`src/rtl/complex_pkg.sv`:
```
// Data sizes, register map slots and the packed structs carried on the strobes
package complex_pkg;

    localparam int DATA_WIDTH     = 32;
    localparam int N_CHANNELS     = 4;
    localparam int CHANNEL_WIDTH  = 2;
    localparam int SLOT_WIDTH     = 2;
    localparam int REG_ADDR_WIDTH = CHANNEL_WIDTH + SLOT_WIDTH;
    localparam int N_CONSTANTS    = 2;
    localparam int SETTLE_CYCLES  = 4;
    localparam int FIFO_DEPTH     = 4;

    // Each channel owns four consecutive words of the register memory
    localparam logic [SLOT_WIDTH-1:0] SLOT_INPUT  = 2'd0;
    localparam logic [SLOT_WIDTH-1:0] SLOT_GAIN   = 2'd1;
    localparam logic [SLOT_WIDTH-1:0] SLOT_OFFSET = 2'd2;
    localparam logic [SLOT_WIDTH-1:0] SLOT_RESULT = 2'd3;

    // Address is the channel index followed by the slot index
    typedef struct packed {
        logic [REG_ADDR_WIDTH-1:0] addr;
        logic [DATA_WIDTH-1:0]     data;
    } reg_write_t;

    typedef struct packed {
        logic [CHANNEL_WIDTH-1:0] channel;
        logic                     is_offset;
        logic [DATA_WIDTH-1:0]    value;
    } const_config_t;

    typedef struct packed {
        logic [CHANNEL_WIDTH-1:0] channel;
        logic [DATA_WIDTH-1:0]    data;
    } result_t;

endpackage

```
`src/rtl/channel_constants.sv`:
```
// Per-channel gain and offset table with valid bits, replayed as register writes on start
module channel_constants (
    input  logic                       core_clock,
    input  logic                       rst_n,
    input  logic                       config_valid,
    input  complex_pkg::const_config_t config_data,
    input  logic                       start,
    output logic                       const_valid,
    output complex_pkg::reg_write_t    const_write,
    output logic                       const_last,
    output logic                       has_constants
);
    import complex_pkg::*;

    localparam int N_ENTRIES   = N_CHANNELS * N_CONSTANTS;
    localparam int ENTRY_WIDTH = $clog2(N_ENTRIES);

    logic [DATA_WIDTH-1:0]    entry_value [N_ENTRIES];
    logic [N_ENTRIES-1:0]     entry_valid;
    logic [N_ENTRIES-1:0]     pending;
    logic [ENTRY_WIDTH-1:0]   config_index;
    logic [ENTRY_WIDTH-1:0]   replay_index;
    logic [CHANNEL_WIDTH-1:0] replay_channel;
    logic                     replay_is_offset;

    // Table index is the channel followed by the gain/offset select
    assign config_index = {config_data.channel, config_data.is_offset};
    assign {replay_channel, replay_is_offset} = replay_index;

    // Lowest pending entry goes out first, giving ascending table order
    always_comb begin
        replay_index = '0;
        for (int i = N_ENTRIES - 1; i >= 0; i--) begin
            if (pending[i]) begin
                replay_index = ENTRY_WIDTH'(i);
            end
        end
    end

    always_comb begin
        const_valid      = |pending;
        const_write.addr = {replay_channel, replay_is_offset ? SLOT_OFFSET : SLOT_GAIN};
        const_write.data = entry_value[replay_index];
        // Last write when only one pending bit remains
        const_last       = const_valid && ((pending & (pending - 1'b1)) == '0);
    end

    assign has_constants = |entry_valid;

    always_ff @(posedge core_clock) begin
        if (!rst_n) begin
            entry_valid <= '0;
            pending     <= '0;
            for (int i = 0; i < N_ENTRIES; i++) begin
                entry_value[i] <= '0;
            end
        end else begin
            if (config_valid) begin
                entry_value[config_index] <= config_data.value;
                entry_valid[config_index] <= 1'b1;
            end
            if (start) begin
                pending <= entry_valid;
            end else if (const_valid) begin
                pending[replay_index] <= 1'b0;
            end
        end
    end

endmodule

```
`src/rtl/core_complex.sv`:
```
// Compute complex top level with the start sequencer and all block instances
module core_complex (
    input  logic                       core_clock,
    input  logic                       rst_n,
    input  logic                       config_valid,
    input  complex_pkg::const_config_t config_data,
    input  logic                       dma_valid,
    input  complex_pkg::reg_write_t    dma_write,
    input  logic                       start,
    output logic                       out_valid,
    output complex_pkg::result_t       out_data,
    output logic                       done
);
    import complex_pkg::*;

    localparam int SETTLE_WIDTH = $clog2(SETTLE_CYCLES + 1);

    logic                      const_valid;
    reg_write_t                const_write;
    logic                      const_last;
    logic                      has_constants;
    logic                      merged_valid;
    reg_write_t                merged_write;
    logic                      run;
    logic                      core_done;
    logic [REG_ADDR_WIDTH-1:0] read_addr;
    logic [DATA_WIDTH-1:0]     read_data;
    logic [SETTLE_WIDTH-1:0]   settle_count;

    channel_constants constants_i (
        .core_clock    (core_clock),
        .rst_n         (rst_n),
        .config_valid  (config_valid),
        .config_data   (config_data),
        .start         (start),
        .const_valid   (const_valid),
        .const_write   (const_write),
        .const_last    (const_last),
        .has_constants (has_constants)
    );

    write_combiner #(
        .payload_t (reg_write_t)
    ) combiner_i (
        .core_clock (core_clock),
        .rst_n      (rst_n),
        .a_valid    (const_valid),
        .a_data     (const_write),
        .b_valid    (dma_valid),
        .b_data     (dma_write),
        .out_valid  (merged_valid),
        .out_data   (merged_write)
    );

    // Run waits for the merged path to settle after the last replayed constant
    always_ff @(posedge core_clock) begin
        if (!rst_n) begin
            settle_count <= '0;
            run          <= 1'b0;
        end else begin
            run <= 1'b0;
            // With an empty table there is nothing to replay
            if (start && !has_constants) begin
                run <= 1'b1;
            end
            if (const_last) begin
                settle_count <= SETTLE_WIDTH'(1);
            end else if (settle_count == SETTLE_WIDTH'(SETTLE_CYCLES - 1)) begin
                settle_count <= '0;
                run          <= 1'b1;
            end else if (settle_count != '0) begin
                settle_count <= settle_count + 1'b1;
            end
        end
    end

    kernel_core core_i (
        .core_clock  (core_clock),
        .rst_n       (rst_n),
        .write_valid (merged_valid),
        .write       (merged_write),
        .run         (run),
        .done        (core_done),
        .read_addr   (read_addr),
        .read_data   (read_data)
    );

    result_mover mover_i (
        .core_clock (core_clock),
        .rst_n      (rst_n),
        .start      (core_done),
        .read_addr  (read_addr),
        .read_data  (read_data),
        .out_valid  (out_valid),
        .out_data   (out_data),
        .done       (done)
    );

endmodule

```
`src/rtl/kernel_core.sv`:
```
// Register memory, per-channel multiply-add sequence and registered result read port
module kernel_core (
    input  logic                                   core_clock,
    input  logic                                   rst_n,
    input  logic                                   write_valid,
    input  complex_pkg::reg_write_t                write,
    input  logic                                   run,
    output logic                                   done,
    input  logic [complex_pkg::REG_ADDR_WIDTH-1:0] read_addr,
    output logic [complex_pkg::DATA_WIDTH-1:0]     read_data
);
    import complex_pkg::*;

    localparam int N_REGS = 2 ** REG_ADDR_WIDTH;

    logic [DATA_WIDTH-1:0]    reg_mem [N_REGS];
    logic                     busy;
    logic [CHANNEL_WIDTH-1:0] channel;
    logic [DATA_WIDTH-1:0]    in_word;
    logic [DATA_WIDTH-1:0]    gain_word;
    logic [DATA_WIDTH-1:0]    offset_word;
    logic [DATA_WIDTH-1:0]    result_word;

    assign in_word     = reg_mem[{channel, SLOT_INPUT}];
    assign gain_word   = reg_mem[{channel, SLOT_GAIN}];
    assign offset_word = reg_mem[{channel, SLOT_OFFSET}];

    // Evaluated at data width, so only the low word of the sum survives
    assign result_word = in_word * gain_word + offset_word;

    always_ff @(posedge core_clock) begin
        if (!rst_n) begin
            busy    <= 1'b0;
            channel <= '0;
            done    <= 1'b0;
            for (int i = 0; i < N_REGS; i++) begin
                reg_mem[i] <= '0;
            end
        end else begin
            done <= 1'b0;
            if (write_valid) begin
                reg_mem[write.addr] <= write.data;
            end
            if (run) begin
                busy    <= 1'b1;
                channel <= '0;
            end else if (busy) begin
                // One channel per cycle, result lands in the channel's own slot
                reg_mem[{channel, SLOT_RESULT}] <= result_word;
                channel <= channel + 1'b1;
                if (channel == CHANNEL_WIDTH'(N_CHANNELS - 1)) begin
                    busy <= 1'b0;
                    done <= 1'b1;
                end
            end
        end
    end

    always_ff @(posedge core_clock) begin
        read_data <= reg_mem[read_addr];
    end

endmodule

```
`src/rtl/result_mover.sv`:
```
// FSM that reads every result slot after the core finishes and streams the results out
module result_mover (
    input  logic                                   core_clock,
    input  logic                                   rst_n,
    input  logic                                   start,
    output logic [complex_pkg::REG_ADDR_WIDTH-1:0] read_addr,
    input  logic [complex_pkg::DATA_WIDTH-1:0]     read_data,
    output logic                                   out_valid,
    output complex_pkg::result_t                   out_data,
    output logic                                   done
);
    import complex_pkg::*;

    typedef enum logic {
        IDLE,
        READ
    } state_t;

    state_t                   state;
    logic [CHANNEL_WIDTH-1:0] read_channel;
    logic [CHANNEL_WIDTH-1:0] resp_channel;

    assign read_addr = {read_channel, SLOT_RESULT};

    // Read data returns one cycle after the address, tagged with the channel it came from
    assign out_data.channel = resp_channel;
    assign out_data.data    = read_data;
    assign done             = out_valid && resp_channel == CHANNEL_WIDTH'(N_CHANNELS - 1);

    always_ff @(posedge core_clock) begin
        if (!rst_n) begin
            state        <= IDLE;
            read_channel <= '0;
            resp_channel <= '0;
            out_valid    <= 1'b0;
        end else begin
            out_valid    <= state == READ;
            resp_channel <= read_channel;
            case (state)
                IDLE: begin
                    if (start) begin
                        state        <= READ;
                        read_channel <= '0;
                    end
                end
                READ: begin
                    read_channel <= read_channel + 1'b1;
                    if (read_channel == CHANNEL_WIDTH'(N_CHANNELS - 1)) begin
                        state <= IDLE;
                    end
                end
                default: state <= IDLE;
            endcase
        end
    end

endmodule

```
`src/rtl/write_combiner.sv`:
```
// Two-input write merger with priority on input a and a small FIFO for input b
module write_combiner #(
    parameter type payload_t = logic
) (
    input  logic     core_clock,
    input  logic     rst_n,
    input  logic     a_valid,
    input  payload_t a_data,
    input  logic     b_valid,
    input  payload_t b_data,
    output logic     out_valid,
    output payload_t out_data
);
    import complex_pkg::*;

    localparam int PTR_WIDTH = $clog2(FIFO_DEPTH);

    payload_t             buffer [FIFO_DEPTH];
    logic [PTR_WIDTH-1:0] rd_ptr;
    logic [PTR_WIDTH-1:0] wr_ptr;
    logic [PTR_WIDTH:0]   count;
    logic                 fifo_empty;
    logic                 fifo_full;
    logic                 pop;
    logic                 push;
    logic                 b_direct;

    assign fifo_empty = count == '0;
    assign fifo_full  = count == (PTR_WIDTH + 1)'(FIFO_DEPTH);

    // The FIFO drains only while input a is idle
    assign pop      = !a_valid && !fifo_empty;
    // b bypasses the FIFO only when nothing older is waiting
    assign b_direct = b_valid && !a_valid && fifo_empty;
    // A write arriving on a full FIFO is lost
    assign push     = b_valid && !b_direct && (!fifo_full || pop);

    always_ff @(posedge core_clock) begin
        if (!rst_n) begin
            rd_ptr    <= '0;
            wr_ptr    <= '0;
            count     <= '0;
            out_valid <= 1'b0;
        end else begin
            out_valid <= a_valid || pop || b_direct;
            if (push) begin
                wr_ptr <= wr_ptr + 1'b1;
            end
            if (pop) begin
                rd_ptr <= rd_ptr + 1'b1;
            end
            case ({push, pop})
                2'b10:   count <= count + 1'b1;
                2'b01:   count <= count - 1'b1;
                default: count <= count;
            endcase
        end
    end

    always_ff @(posedge core_clock) begin
        if (push) begin
            buffer[wr_ptr] <= b_data;
        end
        if (a_valid) begin
            out_data <= a_data;
        end else if (pop) begin
            out_data <= buffer[rd_ptr];
        end else begin
            out_data <= b_data;
        end
    end

endmodule

```
`config.mk`:
```
export PLATFORM = sky130hd
export DESIGN_NAME = core_complex
export DESIGN_NICKNAME = d
export VERILOG_FILES = /design/src/rtl/complex_pkg.sv /design/src/rtl/channel_constants.sv /design/src/rtl/core_complex.sv /design/src/rtl/kernel_core.sv /design/src/rtl/result_mover.sv /design/src/rtl/write_combiner.sv
export SDC_FILE = /design/constraint.sdc
export NUM_CORES = 2
export LEC_CHECK = 0
export BUFFER_PORTS_ARGS = -buffer_cell sky130_fd_sc_hd__clkbuf_2
export CAP_MARGIN = 20
export CORE_AREA = 10 10 398 400
export CTS_BUF_LIST = sky130_fd_sc_hd__clkbuf_2 sky130_fd_sc_hd__clkbuf_4 sky130_fd_sc_hd__clkbuf_8
export CTS_CLUSTER_DIAMETER = 40
export DETAILED_ROUTE_END_ITERATION = 16
export DIE_AREA = 0 0 408 410
export GPL_ROUTABILITY_DRIVEN = 0
export SYNTH_ARGS = -nofsm -noshare
export SYNTH_HDL_FRONTEND = slang
export SYNTH_SLANG_ARGS = --single-unit
```
`constraint.sdc`:
```
create_clock -name core_clock -period 19.28 [get_ports core_clock]
set_input_delay 1.928 -clock core_clock [delete_from_list [all_inputs] [get_ports core_clock]]
set_output_delay 1.928 -clock core_clock [all_outputs]
set_load 0.05 [all_outputs]
```
Word level (Yosys, flattened, before mapping)
Memory sizes are Yosys's and may differ from the RTL's. A register that Yosys moved wholly into a read port is not among the register bits. Cells that the tools add are included. Widths: inputs -> output; s select.

Word-level logic and storage cells: 145. Memories kept: 3. Output and inout bits: 36. Register bits: 74. RAM bits: 912. Input bits: 76.

Memory list: core_i.reg_mem (words 16, width 32, rd ports 4, clocked after Yosys merged registers in 4, write ports 16, RTL line kernel_core.sv:16) `logic [DATA_WIDTH-1:0] reg_mem [N_REGS];`; constants_i.entry_value (words 8, width 32, rd ports 1, clocked after Yosys merged registers in 0, write ports 8, RTL line channel_constants.sv:18) `logic [DATA_WIDTH-1:0] entry_value [N_ENTRIES];`; combiner_i.buffer (words 4, width 36, rd ports 1, clocked after Yosys merged registers in 1, write ports 1, RTL line write_combiner.sv:18) `payload_t buffer [FIFO_DEPTH];`.

Muxes and demuxes: 63. Eq/ne operators: 8. Multiply operators: 1. Reductions and logical operators: 32. $add $sub $neg: 9. Order comparisons: 4. Bitwise operators: 7.

Operators by type and width (count): $mux 32 (3); $reduce_or 32->1 (3); $mux 36 (2); $add 32x32->32 (1); $mul 32x32->32 (1); $mux 4 (8); $mux 1 (30); $mux 3 (9); $and 8x8->8 (2); $mux 8 (2); $reduce_or 8->1 (2); $logic_and 1x1->1 (10); $add 2x1->2 const B (4); $eq 2x2->1 const B (4); $logic_not 8->1 (1); $lt 3x4->1 const B (2); $mux 2 (4); $not 8->8 (1); $or 8x8->8 (1); $sub 8x1->8 const B (1); $add 3x1->3 const B (2); $demux 1 s3 (2); $ge 3x1->1 const B (2); $pmux 3 s2 (1); 15 further kinds (26).

Depth between registers and ports, before layout
Word-level depth: 16. Gate-level depth with buffers: 37. Depth with buffers taken out: 31.

Cells and area by module
A second synthesis with hierarchy kept.

Cell total of the unflattened synthesis: 5010. Area total of the unflattened synthesis: 63837.5 um^2.

By module, submodules not included: kernel_core (instances 1, area an instance 43770.7 um^2, cells an instance 3600); channel_constants (instances 1, area an instance 12041.5 um^2, cells an instance 883); write_combiner (instances 1, area an instance 7332.0 um^2, cells an instance 450); result_mover (instances 1, area an instance 484.2 um^2, cells an instance 54); core_complex (instances 1, area an instance 209.0 um^2, cells an instance 23).

Worst setup path after synthesis
Ideal clock, no wire load.

Path kind: flip-flop to flip-flop. Start: register (tool-made name). End: memory core_i.reg_mem[11][31], data pin. Cell stages (with the launch flop): 36. Data arrival time: 8.362 ns. Required time: 19.024 ns. Setup slack: 10.662 ns. Clock period less this slack: 8.618 ns. Cells stage by stage: dfxtp_1 buf_4 buf_4 buf_4 buf_2 buf_2 buf_1 buf_1 mux4_2 inv_1 fa_1 inv_1 fa_1 fa_1 inv_1 fa_1 inv_1 fa_1 inv_1 fa_1 inv_1 fa_1 inv_1 fa_1 inv_1 ha_1 inv_1 nor2_1 a21oi_1 o21ai_0 o31ai_1 nand2b_1 a21oi_1 o221ai_1 xnor2_1 a22o_1.

RTL lines (RTL line): end, declared (kernel_core.sv:16).

==> qor.yml <==
setup_path:
  cp_common_cell: "fa_1"
  crit_type: "register to register"
  max_stage_delay_ns: 0.89
  crit_fanout: 67
  cp.arrival_ns: 11.01
  worstPathRequired_ns: 19.85
  cp_slowest_cell: "dfxtp_4"
  crit_family: "adder cells"
  crit_path_start_kind: "register"
  crit_buf_inv: 8
  endpoint_kind: "register"
drt:
  wl_um: 170000
  ant_nets: 0
  firstDrtPassIters: 6
  vias: 36700
  drt_iter0_drc: 3514
  via_per_inst: 5.27
  drc: 0
  wl_per_cell_um: 24.4
timing:
  skew_ns: 0.0469
  hold_violations: 0
  layout_setup_ws_ns: 8.84
  min_period_ns: 10.44
  rsz0062_at_grt: "false"
  setup_viol: 0
  slew_headroom: 0.202
  maxSlewViolCount: 0
  finalCritPeriodShare: 0.542
  setup_tns_ns: 0
  tightest_slew_ns: 1.20
  fmax_mhz: 95.8
  whs_ns: 0.473
global_routing:
  grtUsageTotal: 0.202
  grt_pass1_vias: 39000
  grt_pass1_wl_um: 255000
  grt_max_degree: 122
  grt_overflow: 0
  antenna_found_initial: 15
job:
  maxCapViolCount: 0
clock_network:
  cts_tree: "yes"
  clockBufferDepth: 3
  cts_resized: 0
  cts_made_buffers: 174
  clock_latency_ns: 0.88
  cts_hold_buf: 0
  cts_sinks: 1022
  h-tree-depth: 4
  cts.clk_slew.worst_paths_ns: 0.06
  cts_root_buf: "clkbuf_8"
  cts_setup_buffers: 0
die:
  die_area_mm2: 0.167
  rows: 143
  die_x_um: 408
  die_y_um: 410
  start_util: 0.397
  io_pins: 112
  core_mm2: 0.151
logic_synthesis:
  synthesis.instances: 4689
  ys_types: 57
  ys_ff_latch: 1022
  synth_seq_area_share: 0.494
  synth_nets: 5340
  async_flop_share: 0
  synth_edf_count: 912
  avgSynthCellArea_um2: 12.8
  yosys_warnings: 0
  syn-cell-area_mm2: 0.0598
  ys.flop_type: "edfxtp_1"
finish:
  syn_to_final_growth_pct: 11.2
  nNetsFinal: 5441
  drive_above_1_share: 0.157
  layout_commonest_cell: "edfxtp_1"
  stdcell_area_mm2: 0.0665
  layout_common_cells: "912 x edfxtp_1, 688 x and2_1, 539 x inv_1"
placed_design:
  dp_hpwl_um: 113000
  placed_area_mm2: 0.0628
  portBuffers: 111
  place_ws_ns: 8.78
outcome:
  run_status: "completed"
hold_path:
  hp-class: "register to register"
## Yosys cell counts (4+ instances only)
cell type | instances | area share
edfxtp_1 | 912 | 0.46
and2_1 | 692 | 0.072
inv_1 | 539 | 0.034
fa_1 | 439 | 0.15
nand2_1 | 340 | 0.021
nor2_1 | 317 | 0.020
clkbuf_1 | 217 | 0.014
mux4_2 | 171 | 0.064
ha_1 | 136 | 0.028
mux2i_1 | 124 | 0.021
a22o_1 | 116 | 0.017
dfxtp_1 | 110 | 0.037
o21ai_0 | 91 | 0.0076
xnor2_1 | 74 | 0.011
mux2_2 | 41 | 0.0077
a21oi_1 | 37 | 0.0031
a31oi_1 | 35 | 0.0037
a211oi_1 | 34 | 0.0043
a22oi_1 | 31 | 0.0039
buf_1 | 29 | 0.0018
nand2b_1 | 21 | 0.0022
nor3_1 | 18 | 0.0015
xor2_1 | 17 | 0.0025
a21o_1 | 15 | 0.0019
nand3_1 | 13 | 0.0011
nor2b_1 | 13 | 0.0014
buf_4 | 8 | 0.0010
buf_6 | 8 | 0.0015
o21ai_1 | 8 | 0.00067
o21bai_1 | 8 | 0.0010
buf_2 | 7 | 0.00059
nor3b_1 | 7 | 0.00088
and3_1 | 6 | 0.00063
or3_1 | 5 | 0.00052
a21boi_0 | 4 | 0.00050
mux2i_2 | 4 | 0.00092
or2_2 | 4 | 0.00042
## flip-flops by register name (all words and copies together), names as in the netlist, named ones only
signal,cells
combiner_i.buffer,144
combiner_i.count,3
combiner_i.out_data,36
combiner_i.out_valid,1
combiner_i.rd_ptr,2
combiner_i.wr_ptr,2
constants_i.entry_valid,8
constants_i.entry_value,256
constants_i.pending,8
core_i.busy,1
core_i.channel,2
core_i.done,1
core_i.read_data,32
core_i.reg_mem,512
mover_i.out_valid,1
mover_i.read_channel,2
mover_i.resp_channel,2
mover_i.state,1
run,1
settle_count,3
## metrics by stage
step	util	std cells
6_report	0.441	6967
5_1_grt	0.441	6963
4_1_cts	0.440	6956
3_5_place_dp	0.416	6639
3_3_place_gp	0.416	6637
2_1_floorplan	-	4689
## cells by family (layout without fill, tap and decap cells)
group           Yosys count  in the layout  share of synthesized area
compound gates          399            399                     0.0463
other cells               0              6                          0
mux                     340            340                     0.0937
fa+ha+maj               575            575                      0.175
flops                  1022           1022                      0.494
xor+xnor                 94             94                     0.0141
buf+inv                 808           1050                     0.0523
simple gates           1451           1451                      0.124
## path summary, 6_finish.rpt
check | startpoint | endpoint | slack, ns | depth (start not counted)
setup / recovery | register | core_i.reg_mem[11][30] | 8.84 | 29
setup reg to reg | register | core_i.reg_mem[11][30] | 8.84 | 29
hold / removal | constants_i.entry_valid[6] | constants_i.entry_valid[6] | 0.47 | 1
hold reg to reg | constants_i.entry_valid[6] | constants_i.entry_valid[6] | 0.47 | 1
## final cells by class
| cell class | instances | area, um^2 |
|---|---|---|
| Antenna cell | 6 | 15.0 |
| Tap cell | 2030 | 2540 |
| Fill cell | 13700 | 84300 |
| Clock inverter | 64 | 523 |
| Inverter | 539 | 2020 |
| Timing Repair Buffer | 194 | 1270 |
| Sequential cell | 1022 | 29600 |
| Clock buffer | 253 | 3080 |
| Multi-Input combinational cell | 2859 | 27500 |
## routing by layer
metal | up-vias | share of wire | track usage
met3 | 313 | 0.075 | 0.0405
met5 | - | 0.00093 | 0
met2 | 1435 | 0.47 | 0.323
met4 | 20 | 0.033 | 0.0734
li1 | 16100 | - | -
met1 | 18800 | 0.43 | 0.273
Power is left out: the tool's default activity adds up to more than one toggle a clock period on the data nets, which glitch-free logic cannot reach.
